`config.mk`:
```
export PLATFORM = sky130hd
export DESIGN_NAME = pa_top
export DESIGN_NICKNAME = d
export VERILOG_FILES = /design/src/design/pa_pkg.sv /design/src/design/pa_addr.sv /design/src/design/pa_alu.sv /design/src/design/pa_control.sv /design/src/design/pa_slice.sv /design/src/design/pa_top.sv
export VERILOG_INCLUDE_DIRS = /design/src /design/src/design
export SDC_FILE = /design/constraint.sdc
export NUM_CORES = 1
export LEC_CHECK = 0
export BUFFER_PORTS_ARGS = -buffer_cell sky130_fd_sc_hd__clkbuf_2
export CAP_MARGIN = 10
export CORE_AREA = 2 2 109 111
export CTS_CLUSTER_SIZE = 20
export DETAILED_ROUTE_END_ITERATION = 10
export DIE_AREA = 0 0 111 113
export PLACE_DENSITY = 0.82
export SLEW_MARGIN = 10
export SYNTH_ARGS = -nofsm -noshare
export SYNTH_HDL_FRONTEND = slang
export SYNTH_SLANG_ARGS = --single-unit
```
`constraint.sdc`:
```
create_clock -name __clk -period 15.5 [get_ports __clk]
set_input_delay 3.1 -clock __clk [delete_from_list [all_inputs] [get_ports __clk]]
set_output_delay 3.1 -clock __clk [all_outputs]
set_load 0.05 [all_outputs]
```
`src/design/pa_macros.svh`:
```
// Word and slice widths shared by the P-A arithmetic and address unit

`ifndef PA_MACROS_SVH
`define PA_MACROS_SVH

// data and address word, bit 0 is the most significant
`define PA_WORD_WIDTH 16

// one ALU slice, four of them make a word
`define PA_SLICE_WIDTH 4

`endif

```
`src/design/pa_pkg.sv`:
```
// Shared types of the P-A unit with the command opcode set

package pa_pkg;

	// command opcodes
	// arithmetic group works on ac, address group on ar and ic
	typedef enum logic [3:0] {
		// arithmetic
		op_load    = 4'd0,
		op_add     = 4'd1,
		op_sub     = 4'd2,
		op_and     = 4'd3,
		op_or      = 4'd4,
		op_xor     = 4'd5,
		// address
		op_load_ar = 4'd6,
		op_load_ic = 4'd7,
		op_fetch   = 4'd8
	} pa_op;

endpackage

```
`src/design/pa_addr.sv`:
```
// P-A address block with the argument register, instruction counter and key compare

`timescale 1ns/1ns

`include "pa_macros.svh"

module pa_addr (
	input  logic                      __clk,
	input  logic                      reset,
	input  logic                      fire,
	input  pa_pkg::pa_op              cmd_op,
	input  logic [0:`PA_WORD_WIDTH-1] cmd_data,
	input  logic [0:`PA_WORD_WIDTH-1] key,
	output logic [0:`PA_WORD_WIDTH-1] addr,
	output logic                      match
);

	logic [0:`PA_WORD_WIDTH-1] ar;
	logic [0:`PA_WORD_WIDTH-1] ic;
	logic [0:`PA_WORD_WIDTH-1] ic_next;

	// counter wraps from all ones to zero
	assign ic_next = ic + {{(`PA_WORD_WIDTH-1){1'b0}}, 1'b1};

	// ic goes on the bus only for fetch
	// value seen here is the one before this edge's update
	assign addr = (cmd_op == pa_pkg::op_fetch) ? ic : ar;

	// key word compare on the bus address
	assign match = (addr == key);

	always_ff @(posedge __clk) begin
		if (reset) begin
			ar <= '0;
			ic <= '0;
		end else if (fire) begin
			case (cmd_op)
				pa_pkg::op_load_ar: ar <= cmd_data;
				pa_pkg::op_load_ic: ic <= cmd_data;
				pa_pkg::op_fetch:   ic <= ic_next;
				// arithmetic ops leave both registers alone
				default: begin
					ar <= ar;
					ic <= ic;
				end
			endcase
		end
	end

	// a taken fetch moves ic by exactly one
	a_fetch_step: assert property (
		@(posedge __clk) disable iff (reset)
		fire && (cmd_op == pa_pkg::op_fetch) |=> ic == $past(ic) + 1'b1
	) else $error("pa_addr: ic did not step by one after fetch");

endmodule

```
`src/design/pa_alu.sv`:
```
// P-A arithmetic unit built from four slices joined by a carry lookahead

`timescale 1ns/1ns

`include "pa_macros.svh"

module pa_alu (
	input  logic [0:`PA_WORD_WIDTH-1] ac,
	input  logic [0:`PA_WORD_WIDTH-1] cmd_data,
	input  pa_pkg::pa_op              cmd_op,
	output logic [0:`PA_WORD_WIDTH-1] f,
	output logic                      carry,
	output logic                      zero,
	output logic                      sign
);

	localparam int SLICES = `PA_WORD_WIDTH / `PA_SLICE_WIDTH;
	localparam int PAIRS = `PA_WORD_WIDTH / 2;

	logic [0:SLICES-1] g;
	logic [0:SLICES-1] p;
	logic [0:SLICES-1] c_in;
	logic              c0;
	logic              cout;
	logic              arith;
	logic [0:PAIRS-1]  z_pair;

	// carry into the least significant slice
	assign c0 = (cmd_op == pa_pkg::op_sub);

	// slice 0 holds bits 0..3, the most significant nibble
	for (genvar i = 0; i < SLICES; i++) begin : g_slice
		pa_slice slice_i (
			.a   (ac[i*`PA_SLICE_WIDTH +: `PA_SLICE_WIDTH]),
			.b   (cmd_data[i*`PA_SLICE_WIDTH +: `PA_SLICE_WIDTH]),
			.op  (cmd_op),
			.cin (c_in[i]),
			.f   (f[i*`PA_SLICE_WIDTH +: `PA_SLICE_WIDTH]),
			.g   (g[i]),
			.p   (p[i])
		);
	end

	// lookahead across four slices, one level deep
	assign c_in[3] = c0;
	assign c_in[2] = g[3] | (p[3] & c0);
	assign c_in[1] = g[2] | (p[2] & g[3]) | (p[2] & p[3] & c0);
	assign c_in[0] = g[1] | (p[1] & g[2]) | (p[1] & p[2] & g[3])
		| (p[1] & p[2] & p[3] & c0);
	assign cout = g[0] | (p[0] & g[1]) | (p[0] & p[1] & g[2])
		| (p[0] & p[1] & p[2] & g[3]) | (p[0] & p[1] & p[2] & p[3] & c0);

	// carry only means something for add and subtract
	assign arith = (cmd_op == pa_pkg::op_add) || (cmd_op == pa_pkg::op_sub);
	assign carry = arith ? cout : 1'b0;

	// zero detect from NOR of bit pairs
	for (genvar k = 0; k < PAIRS; k++) begin : g_zero
		assign z_pair[k] = ~(f[2*k] | f[2*k+1]);
	end
	assign zero = &z_pair;

	assign sign = f[0];

	always_comb begin
		assert (cmd_op inside {pa_pkg::op_load, pa_pkg::op_add, pa_pkg::op_sub,
			pa_pkg::op_and, pa_pkg::op_or, pa_pkg::op_xor, pa_pkg::op_load_ar,
			pa_pkg::op_load_ic, pa_pkg::op_fetch})
		else $error("pa_alu: opcode %0d is not a defined command", cmd_op);
	end

endmodule

```
`src/design/pa_control.sv`:
```
// P-A control with command handshake, accumulator and merged response register

`timescale 1ns/1ns

`include "pa_macros.svh"

module pa_control (
	input  logic                      __clk,
	input  logic                      reset,
	// command channel
	input  logic                      cmd_valid,
	input  pa_pkg::pa_op              cmd_op,
	input  logic [0:`PA_WORD_WIDTH-1] cmd_data,
	output logic                      cmd_ready,
	// ALU results
	input  logic [0:`PA_WORD_WIDTH-1] f,
	input  logic                      carry,
	input  logic                      zero,
	input  logic                      sign,
	// address block results
	input  logic [0:`PA_WORD_WIDTH-1] addr,
	input  logic                      match,
	output logic                      fire,
	output logic [0:`PA_WORD_WIDTH-1] ac,
	// response channel
	input  logic                      rsp_ready,
	output logic                      rsp_valid,
	output logic [0:`PA_WORD_WIDTH-1] rsp_data,
	output logic                      rsp_zero,
	output logic                      rsp_carry,
	output logic                      rsp_sign,
	output logic [0:`PA_WORD_WIDTH-1] rsp_addr,
	output logic                      rsp_match
);

	logic                      arith_op;
	logic                      addr_load;
	logic [0:`PA_WORD_WIDTH-1] word;
	logic                      word_zero;
	logic                      word_carry;
	logic                      word_sign;

	// slot frees up when the held response is taken
	assign cmd_ready = ~rsp_valid | rsp_ready;
	assign fire = cmd_valid & cmd_ready;

	assign arith_op = cmd_op inside {pa_pkg::op_load, pa_pkg::op_add, pa_pkg::op_sub,
		pa_pkg::op_and, pa_pkg::op_or, pa_pkg::op_xor};
	assign addr_load = (cmd_op == pa_pkg::op_load_ar) || (cmd_op == pa_pkg::op_load_ic);

	// merge by op class
	always_comb begin
		if (arith_op) begin
			word = f;
			word_zero = zero;
			word_carry = carry;
			word_sign = sign;
		end else begin
			// address ops report the bus address, loads the new value
			word = addr_load ? cmd_data : addr;
			word_zero = (word == '0);
			word_carry = 1'b0;
			word_sign = word[0];
		end
	end

	always_ff @(posedge __clk) begin
		if (reset) begin
			rsp_valid <= 1'b0;
			ac <= '0;
		end else begin
			if (fire) begin
				rsp_valid <= 1'b1;
			end else if (rsp_ready) begin
				rsp_valid <= 1'b0;
			end
			if (fire && arith_op) begin
				ac <= f;
			end
		end
	end

	// response payload is only written on a transfer
	always_ff @(posedge __clk) begin
		if (fire) begin
			rsp_data <= word;
			rsp_zero <= word_zero;
			rsp_carry <= word_carry;
			rsp_sign <= word_sign;
			rsp_addr <= addr;
			rsp_match <= match;
		end
	end

	// stalled response must not move
	a_rsp_hold: assert property (
		@(posedge __clk) disable iff (reset)
		rsp_valid && !rsp_ready |=> rsp_valid && $stable(rsp_data) && $stable(rsp_addr)
			&& $stable({rsp_zero, rsp_carry, rsp_sign, rsp_match})
	) else $error("pa_control: response changed while stalled");

	// a waiting command must hold still
	a_cmd_hold: assert property (
		@(posedge __clk) disable iff (reset)
		cmd_valid && !cmd_ready |=> cmd_valid && $stable(cmd_op) && $stable(cmd_data)
	) else $error("pa_control: command changed while waiting for ready");

endmodule

```
`src/design/pa_slice.sv`:
```
// Four bit ALU slice producing one nibble plus group generate and propagate

`timescale 1ns/1ns

`include "pa_macros.svh"

module pa_slice (
	input  logic [0:`PA_SLICE_WIDTH-1] a,
	input  logic [0:`PA_SLICE_WIDTH-1] b,
	input  pa_pkg::pa_op               op,
	input  logic                       cin,
	output logic [0:`PA_SLICE_WIDTH-1] f,
	output logic                       g,
	output logic                       p
);

	// b is the operand nibble, a the accumulator nibble
	logic [0:`PA_SLICE_WIDTH-1] b_eff;
	logic [0:`PA_SLICE_WIDTH]   sum_raw;
	logic [0:`PA_SLICE_WIDTH-1] sum;

	// subtract adds the inverted operand, the +1 comes in as carry
	assign b_eff = (op == pa_pkg::op_sub) ? ~b : b;

	// sum without carry in, top bit is the nibble's own carry out
	assign sum_raw = {1'b0, a} + {1'b0, b_eff};

	assign sum = a + b_eff + {{(`PA_SLICE_WIDTH-1){1'b0}}, cin};

	// group generate and propagate for the lookahead
	assign g = sum_raw[0];
	assign p = &(a ^ b_eff);

	always_comb begin
		case (op)
			pa_pkg::op_add,
			pa_pkg::op_sub: f = sum;
			pa_pkg::op_and: f = a & b;
			pa_pkg::op_or:  f = a | b;
			pa_pkg::op_xor: f = a ^ b;
			// load and address ops pass the operand
			default:        f = b;
		endcase
	end

endmodule

```
`src/design/pa_top.sv`:
```
// P-A unit top level joining the ALU, the address block and the control

`timescale 1ns/1ns

`include "pa_macros.svh"

module pa_top (
	input  logic                      __clk,
	input  logic                      reset,
	// command channel
	input  logic                      cmd_valid,
	output logic                      cmd_ready,
	input  pa_pkg::pa_op              cmd_op,
	input  logic [0:`PA_WORD_WIDTH-1] cmd_data,
	// response channel
	output logic                      rsp_valid,
	input  logic                      rsp_ready,
	output logic [0:`PA_WORD_WIDTH-1] rsp_data,
	output logic                      rsp_zero,
	output logic                      rsp_carry,
	output logic                      rsp_sign,
	output logic [0:`PA_WORD_WIDTH-1] rsp_addr,
	output logic                      rsp_match,
	// static key word
	input  logic [0:`PA_WORD_WIDTH-1] key
);

	logic [0:`PA_WORD_WIDTH-1] ac;
	logic [0:`PA_WORD_WIDTH-1] f;
	logic                      carry;
	logic                      zero;
	logic                      sign;
	logic [0:`PA_WORD_WIDTH-1] addr;
	logic                      match;
	logic                      fire;

	pa_alu alu_i (
		.ac       (ac),
		.cmd_data (cmd_data),
		.cmd_op   (cmd_op),
		.f        (f),
		.carry    (carry),
		.zero     (zero),
		.sign     (sign)
	);

	pa_addr addr_i (
		.__clk    (__clk),
		.reset    (reset),
		.fire     (fire),
		.cmd_op   (cmd_op),
		.cmd_data (cmd_data),
		.key      (key),
		.addr     (addr),
		.match    (match)
	);

	pa_control control_i (
		.__clk     (__clk),
		.reset     (reset),
		.cmd_valid (cmd_valid),
		.cmd_op    (cmd_op),
		.cmd_data  (cmd_data),
		.cmd_ready (cmd_ready),
		.f         (f),
		.carry     (carry),
		.zero      (zero),
		.sign      (sign),
		.addr      (addr),
		.match     (match),
		.fire      (fire),
		.ac        (ac),
		.rsp_ready (rsp_ready),
		.rsp_valid (rsp_valid),
		.rsp_data  (rsp_data),
		.rsp_zero  (rsp_zero),
		.rsp_carry (rsp_carry),
		.rsp_sign  (rsp_sign),
		.rsp_addr  (rsp_addr),
		.rsp_match (rsp_match)
	);

endmodule

```
# Word level (Yosys, flattened, before mapping)

Cells that the tools add are included.

Register bits: 85
Input port bits: 40
Output and inout port bits: 38
Logic and storage cells: 130

Add/subtract/negate cells: 13
Eq/ne operators: 9
Muxes and demuxes: 16
Bitwise operators: 65
Reduce and logical (&&, ||, !) cells: 17

Operators with widths:

| kind                    | number |
|---|---|
| $pmux W4 S4             | 4 |
| $mux W16                | 3 |
| $pmux W16 S2            | 1 |
| $xor A4 B4 Y4           | 8 |
| $add A4 B4 Y5           | 4 |
| $or A1 B1 Y1            | 19 |
| $and A1 B1 Y1           | 17 |
| $add A16 B1 Y16 const B | 1 |
| $add A4 B1 Y4           | 4 |
| $add A4 B4 Y4           | 4 |
| $and A4 B4 Y4           | 4 |
| $eq A16 B16 Y1          | 1 |
| $eq A4 B3 Y1 const B    | 4 |
| $logic_not A16 Y1       | 1 |
| $mux W4                 | 4 |
| $not A4 Y4              | 4 |
| $or A4 B4 Y4            | 4 |
| $reduce_and A4 Y1       | 4 |
| $not A1 Y1              | 9 |
| $eq A4 B2 Y1 const B    | 2 |
| $reduce_and A8 Y1       | 1 |
| $reduce_and A2 Y1       | 3 |
| $reduce_bool A6 Y1      | 1 |
| $eq A4 B1 Y1 const B    | 1 |
| 7 further kinds         | 12 |

# Depth between registers and ports, before layout

Gate-level depths: netlist of the first run.

Word-level depth: 14
Gate-level depth with buffers: 20
Depth with buffers taken out: 18

# Modules after synthesis

A second synthesis of the first run with hierarchy kept.

Cells, all modules: 815
Area, all modules: 6957.9 µm²

Modules (own cells, without submodules):

| module                                  | times used | cells an instance | area an instance (µm²) | seq. area each (µm²) |
|---|---|---|---|---|
| pa_addr                                 | 1          | 297               | 2179.6                 | 640.6 |
| pa_control                              | 1          | 165               | 2152.1                 | 1421.4 |
| pa_slice (alu_i.g_slice[0].slice_i ...) | 3          | 84                | 624.3                  | 0.0 |
| pa_slice (alu_i.g_slice[3].slice_i)     | 1          | 82                | 605.6                  | 0.0 |
| pa_alu                                  | 1          | 19                | 147.6                  | 0.0 |

# Worst setup path after synthesis of the first run

OpenSTA, ideal clock, no wires.

Kind: input-to-reg
Start point: input port cmd_op[0]
End point: register control_i.rsp_zero, data pin
Library setup time: 180 ps
Data arrival time: 6837 ps
Required time: 15320 ps
Path slack: 8483 ps
Stages on the path: 20
Buffers on the path: 3
Cell sequence: buf_6 > nor4b_1 > buf_2 > buf_2 > xnor2_1 > ha_1 > a21o_1 > a221oi_1 > o21ai_1 > nand2_1 > nand2_1 > fa_1 > inv_1 > fa_1 > xor2_1 > o31a_1 > o211ai_1 > a2111oi_4 > nand3_1 > o41ai_2

Cells in the longest elaborated chain, start to end: 14
Elaborated cells on any way between the ends: 73
Classes of those cells: add/sub: 11; eq/ne: 8; mux: 11; bitwise: 34; reduce/logical: 9

RTL lines:

| what                                                                   | RTL line         | RTL |
|---|---|---|
| start, declared                                                        | pa_top.sv:13     | `input pa_pkg::pa_op cmd_op,` |
| parallel branches: the longest is 13 deep, another holds $add A4 B4 Y5 | --               |  |
| $mux W1 *                                                              | pa_control.sv:53 | `if (arith_op) begin` |
| named net control_i.word_zero                                          | pa_control.sv:39 | `logic word_zero;` |
| end signal, assigned                                                   | pa_control.sv:87 | `rsp_zero <= word_zero;` |
| end, declared                                                          | pa_control.sv:29 | `output logic rsp_zero,` |

Mark *: on every way through the listed nets, which the timed path passes.
A chain may end at the register's enable or synchronous reset.

# Worst setup path after layout of the first run

Start point: input port cmd_op[1]
End point: register control_i.rsp_zero, data pin

Same word-level chain as after synthesis.

==> results of run 1 <==
[cell families after synthesis]
logic type / after synthesis
muxes: 16
and+or+nand+nor: 241
adders and majority gates: 56
buffers and inverters: 94
DFF: 84
xor gates and xnor gates: 38
AOI/OAI and AO/OA: 183
[worst paths after layout]
check | cells past startpoint | endpoint | slack (ns) | start
setup / recovery | 20 | control_i.rsp_zero | 7.94 | cmd_op[1]
hold / removal | 2 | addr_i.ar[1] | 0.51 | addr_i.ar[1]
setup reg to reg | 16 | control_i.rsp_zero | 11.70 | control_i.ac[10]
hold reg to reg | 2 | addr_i.ar[1] | 0.51 | addr_i.ar[1]
[power by group through the flow]
stage	clock network, W	logic (W)	registers (W)
6_report	0.000237	0.000138	0.000248
5_1_grt	0.000247	0.000149	0.000249
4_1_cts	0.000236	0.000136	0.000248
3_5_place_dp	0	0.000135	0.000253
3_3_place_gp	0	0.000132	0.000253
2_1_floorplan	0	0.0000776	0.000273
[per-layer routing]
layer  GRT usage  share of wire  vias to the layer above
li1            -              -                     2650
met1       0.378           0.41                     2639
met2       0.458           0.44                      370
met3      0.0514          0.092                       74
met4       0.157          0.054                        0
met5           0              0                        -
[critical path: cells and delay by family]
| kind | cells | cell delay (ns) |
|---|---|---|
| xor+xnor | 2 | 0.38 |
| simple gates | 4 | 0.65 |
| fa+ha+maj | 3 | 0.88 |
| compound gates | 8 | 1.78 |
| buf+inv | 3 | 0.91 |
[placed cells by master, fill, tap and decap left out, drive strengths merged, types with 3 or more instances in the layout]
cell type and n:
and3 10, dfxtp 49, or3 4, ha 49, nor2b 6, inv 51
nand4 12, a221oi 16, a21o 12, xnor2 36, a221o 7, mux2i 3
nand3 9, a211oi 11, nand2 102, a2bb2oi 7, a211o 3, and4 5
nor3 6, o32ai 3, edfxtp 35, buf 9, a22oi 5, clkbuf 87
o22ai 10, fa 7, a21oi 52, o21ai 40, nand3b 3, nor2 62
mux2 13, nor4 10
[Yosys cell counts (all sizes together), types with 2 or more instances]
master	instances	area (um2)
a2111oi	2	36.3
and4	5	43.8
nor4	10	62.6
clkbuf	27	101
nor4b	2	23.8
a221o	7	70.1
a2bb2oi	7	61.3
and3	10	67.6
o21ai	40	200
a21o	12	90.1
nand3b	3	22.5
a221oi	16	140
inv	47	176
o22ai	10	62.6
xor2	2	25.0
nand2b	2	12.5
nor2	62	233
o32ai	3	26.3
o31ai	2	15.0
xnor2	36	315
a21oi	52	260
nand4	12	75.1
a211oi	11	82.6
a211o	3	26.3
dfxtp	49	981
nor3	6	35.0
and2	2	12.5
buf	20	145
nand2	102	383
mux2i	3	30.0
edfxtp	35	1050
mux2	13	146
nor2b	6	40.0
a22oi	5	37.5
o32a	2	32.5
and3b	2	17.5
o21a	2	15.0
fa	7	140
nand3	9	45.0
or3	4	25.0
ha	49	613
[cell type report]
type                    instances  area [um2]
fillers                       954        4450
inverters                      47         176
clock buffers                  10         250
well taps                     143         179
clock inverters                 6        72.6
multi-input cells             534        3660
flip-flops and latches         84        2030
repair buffers                 86         453
[flip-flops by register name, indices dropped and copies added (netlist names)]
register	flops
control_i.rsp_zero	1
control_i.rsp_data	15
addr_i.ic	16
control_i.rsp_carry	1
control_i.rsp_sign	1
control_i.rsp_valid	1
addr_i.ar	16
control_i.rsp_addr	16
control_i.rsp_match	1
control_i.ac	16
[metrics by stage]
| stage | total power, W | cell area [um2] | worst slack, ns | utilization |
|---|---|---|---|---|
| finish | 0.000623 | 6830 | 7.94 | 0.606 |
| global route | 0.000646 | 6830 | 7.71 | 0.606 |
| CTS | 0.000620 | 6830 | 8.04 | 0.606 |
| detailed placement | 0.000389 | 6500 | 7.71 | 0.577 |
| global placement | 0.000385 | 6500 | 7.89 | 0.577 |
| floorplan | 0.000351 | 6100 | 8.48 | - |
==> results.md, run 1 <==
* Status: finished clean
* Synthesized flop and latch total at 84
* Fmax at 132 MHz
* I/O Pins at 78
* DRC at 0
* CP arrival at 7.71 ns
* Layout cells sized above 1 at 0.166
* Power Density at 91.3 nW/um2
* CTS Hold Bufs at 0
* # resized after CTS at 0
* Setup Skew at 0.0151 ns
* Via density at 6.30
* Ys async rst share at 0
* Total Wirelength at 18.1 mm
* Critical path's largest stage delay at 0.56 ns
* Worst hold path class: register to register
* Initial Utilization at 0.541
* Final hold violations at 0
* Final Slew Violations at 0
* Endpoints failing setup at 0
* CTS Buf Count at 9
* Antenna-violating nets left at 0
* Total global-route track usage at 0.289
* Yosys cell types at 64
* Vias in the first global route at 5442
* Clock period minus worst slack at 7.56 ns
* # nets final at 858
* First-pass GRT wire length at 28.7 mm
* Die footprint at 12500 um2
* Clk Latency, worst-skew pair at 0.35 ns
* Non-filler instance count after layout at 910
* Grt ovf at 0
* Clock Root Buffer: clkbuf_16
* Synthesis Warnings at 0
* HPWL Detailed at 13.2 mm
* Clock-pin slew on the worst setup and hold paths at 0.07 ns
* Clk pwr share at 0.380
* Worst-Margin Slew at 1.13 ns
* Leakage at 2.85 nW
* Flop pwr share at 0.398
* Synth Flop Type: dfxtp_1
* RSZ-0062 raised after global routing: no
* Placer Congestion at 0.939
* Die Y at 113 um
* Wire per inst at 19.9 um
* Post-Synth Simple-Gate Area at 0.186
* Seq/Total Area, Yosys at 0.333
* Maximum buffer depth of the clock tree at 2
* Worst vdd ir at 0.0603 mV
* Cell Area, Synth at 6100 um2
* Initial antenna violation count at 0
* Comb pwr share at 0.222
* Critical path, cell by cell: clkbuf_2, nor4b_2, buf_4, xnor2_1, ha_1, a21o_1, a21o_1, a221oi_1, o21ai_1, nand2_1, nand2_1, fa_1, inv_1, fa_1, xor2_1, o31a_1, o211ai_1, a2111oi_4, nand3_1, o41ai_2
* Portion of netlist area occupied by mux cells at 0.0289
* Critical-path maximum fanout at 33
* Number of flops mapped to enable cells by yosys at 35
* Switching Fraction at 0.319
* H-tree lvl count at 3
* CTS tree: yes
* Slowest CP cell: clkbuf_2
* Core ar. at 11300 um2
* P_sw at 0.000199 W
* CP Capture Type: register
* IO buf count at 77
* Placed insts at 894
* Critical path class: input port to register
* MaxCap Viol Count at 0
* Total Neg Setup Slack at 0 ns
* Clock sinks at 84
* Hold WS at 0.508 ns
* TritonRoute pass-1 iters at 5
* Synth Net Count at 808
* Syn-to-layout area delta at 11.9%
* Internal at 0.000425 W
* Fin crit share at 0.488
* Slew HR at 0.245
* Area share of fa/ha/maj cells after synthesis at 0.123
* Number of post-CTS setup repair buffers at 0
* Vias at 5733
* Average instance area after synthesis at 8.57 um2
* Complex-gate fraction of the synthesized area at 0.203
* Antenna diode count at 0
* Largest net degree at the start of global routing at 50
* Xor/xnor share of the synthesized area at 0.0558
* FP Rows at 39
* Crit start category: input port
* Die width at 111 um
* Critical path required time at 15.65 ns
* Largest family of logic cells by synthesized area: compound AO/OA/AOI/OAI gates
* Mapped Cells at 712
* Detailed Route Iter0 Violations at 562
No activity file was read; power rests on OpenSTA's default activity.
==> inputs of run 2 (changes only) <==
==> constraint.sdc (replaced) <==
create_clock -name __clk -period 7.28 [get_ports __clk]
set_input_delay 1.456 -clock __clk [delete_from_list [all_inputs] [get_ports __clk]]
set_output_delay 1.456 -clock __clk [all_outputs]
set_load 0.05 [all_outputs]
==> run 2 against run 1 <==
Compared with the run above:
- clock skew decreased by 0.0060 ns
- die area unchanged
- critical endpoint unchanged
- largest cell class unchanged
- critical path depth unchanged
- clock-buffer cell count decreased by 1
- global-route usage increased by 0.87 points
- clock power increased by 130%
- register-to-register slack got worse by 8.3 ns
- setup slack got worse by 6.1 ns
- wire length increased by 2.4%
- sequential share of layout area decreased by 0.14 points
- non-clock buffer count increased by 1
==> results.md, run 2 (synthesized netlist as in run 1, its figures left out) <==
* Initial Utilization at 0.541
* FF/Latch Area at 2030 um2
* Non-filler instance count after layout at 911
* MaxCap Viol Count at 0
* Total global-route track usage at 0.298
* Slowest CP cell: fa_1
* Clock-pin slew on the worst setup and hold paths at 0.07 ns
* Maximum buffer depth of the clock tree at 2
* Critical-path maximum fanout at 19
* Number of post-CTS setup repair buffers at 0
* Clock Root Buffer: clkbuf_16
* RSZ-0062 raised after global routing: no
* Detailed Route Iter0 Violations at 665
* Fill cells at 937
* Wire per inst at 20.4 um
* Clock period minus worst slack at 5.46 ns
* Most common cell after layout, fill and taps aside: nand2_1
* CTS tree: yes
* Final Slew Violations at 0
* Clock sinks at 84
* Multi-input gate area at 3660 um2
* Grt ovf at 0
* Power Density at 199 nW/um2
* Placed insts at 895
* Initial antenna violation count at 0
* Slew HR at 0.123
* Critical path, cell by cell: clkbuf_2, nor4b_2, buf_4, xnor2_1, ha_1, a21o_1, a21o_1, a221oi_1, o21ai_1, nand2_1, nand2_1, fa_1, inv_1, fa_1, xor2_1, o31a_1, o211ai_1, a2111oi_4, nand3_1, o41ai_2
* Die width at 111 um
* CP arrival at 5.61 ns
* TritonRoute pass-1 iters at 5
* Layout cells sized above 1 at 0.165
* Crit start category: input port
* Worst vdd ir at 0.140 mV
* Antenna diode count at 0
* Endpoints failing setup at 0
* Largest net degree at the start of global routing at 50
* Final hold violations at 0
* Core ar. at 11300 um2
* First-pass GRT wire length at 29.5 mm
* Clk Latency, worst-skew pair at 0.35 ns
* FP Rows at 39
* CTS Buf Count at 9
* Antenna-violating nets left at 0
* Worst hold path class: register to register
* H-tree lvl count at 3
* Critical path class: input port to register
* # nets final at 859
* CP Capture Type: register
* Worst-Margin Slew at 1.31 ns
* I/O Pins at 78
* Syn-to-layout area delta at 12.4%
* HPWL Detailed at 13.1 mm
* Status: finished clean
* Die footprint at 12500 um2
* Placer Congestion at 0.941
* Leakage at 2.87 nW
* # resized after CTS at 0
* Total Neg Setup Slack at 0 ns
* Die Y at 113 um
* Critical path's largest stage delay at 0.39 ns
* Total Wirelength at 18.5 mm
* Fmax at 183 MHz
* Via density at 6.45
* IO buf count at 77
* DRC at 0
* Setup Skew at 0.00912 ns
* Vias at 5874
* CTS Hold Bufs at 0
* Critical path required time at 7.43 ns
* Most frequent cells in the layout: 102 x nand2_1, 77 x clkbuf_2, 62 x nor2_1, 52 x a21oi_1
* Fin crit share at 0.749
* Vias in the first global route at 5688
run 2: metrics by stage:
step / instance area, um2 / worst slack, ns / util / power [W] / hold slack, ns
after floorplan: 6100 / 1.91 / - / 0.000747 / 0.454
after global placement: 6510 / 1.75 / 0.578 / 0.000818 / 0.469
after detailed placement: 6510 / 1.57 / 0.578 / 0.000828 / 0.487
after CTS: 6860 / 1.93 / 0.608 / 0.00136 / 0.504
after global routing: 6860 / 1.55 / 0.608 / 0.00141 / 0.542
final: 6860 / 1.82 / 0.608 / 0.00136 / 0.500
run 2: critical path, delay by kind of cell:
family | cells | cell delay, ns
AO/OA/AOI/OAI | 8 | 1.79
adder cells (fa/ha/maj) | 3 | 0.86
AND/OR/NAND/NOR | 4 | 0.56
buffers and inverters | 3 | 0.52
XOR/XNOR | 2 | 0.39
run 2: final timing paths:
kind / startpoint / endpoint / slack, ns / cells past startpoint
min reg2reg: addr_i.ar[12] / addr_i.ar[12] / 0.50 / 2
max: cmd_op[0] / control_i.rsp_zero / 1.82 / 20
min: addr_i.ar[12] / addr_i.ar[12] / 0.50 / 2
max reg2reg: control_i.ac[10] / control_i.rsp_zero / 3.44 / 16
run 2: per-layer routing:
layer  GRT usage  vias to the layer above  part of all wire
met4       0.171                        0             0.058
met1       0.375                     2699              0.38
li1            -                     2647                 -
met5           0                        -                 0
met2       0.464                      442              0.44
met3      0.0809                       86              0.12
run 2: final cells by class:
cell class / instances / area share
clock inverters: 7 / 0.0179
inverters: 47 / 0.0257
repair buffers: 87 / 0.0671
flip-flops and latches: 84 / 0.296
clock buffers: 9 / 0.0328
well taps: 143 / 0.0261
multi-input cells: 534 / 0.534
run 2: power breakdown:
group / leakage [nW] / switching [W] / internal (W)
logic: 1.95 / 0.000200 / 0.0000981
registers: 0.749 / 0.0000149 / 0.000514
clock network: 0.170 / 0.000199 / 0.000338
total: 2.87 / 0.000414 / 0.000950
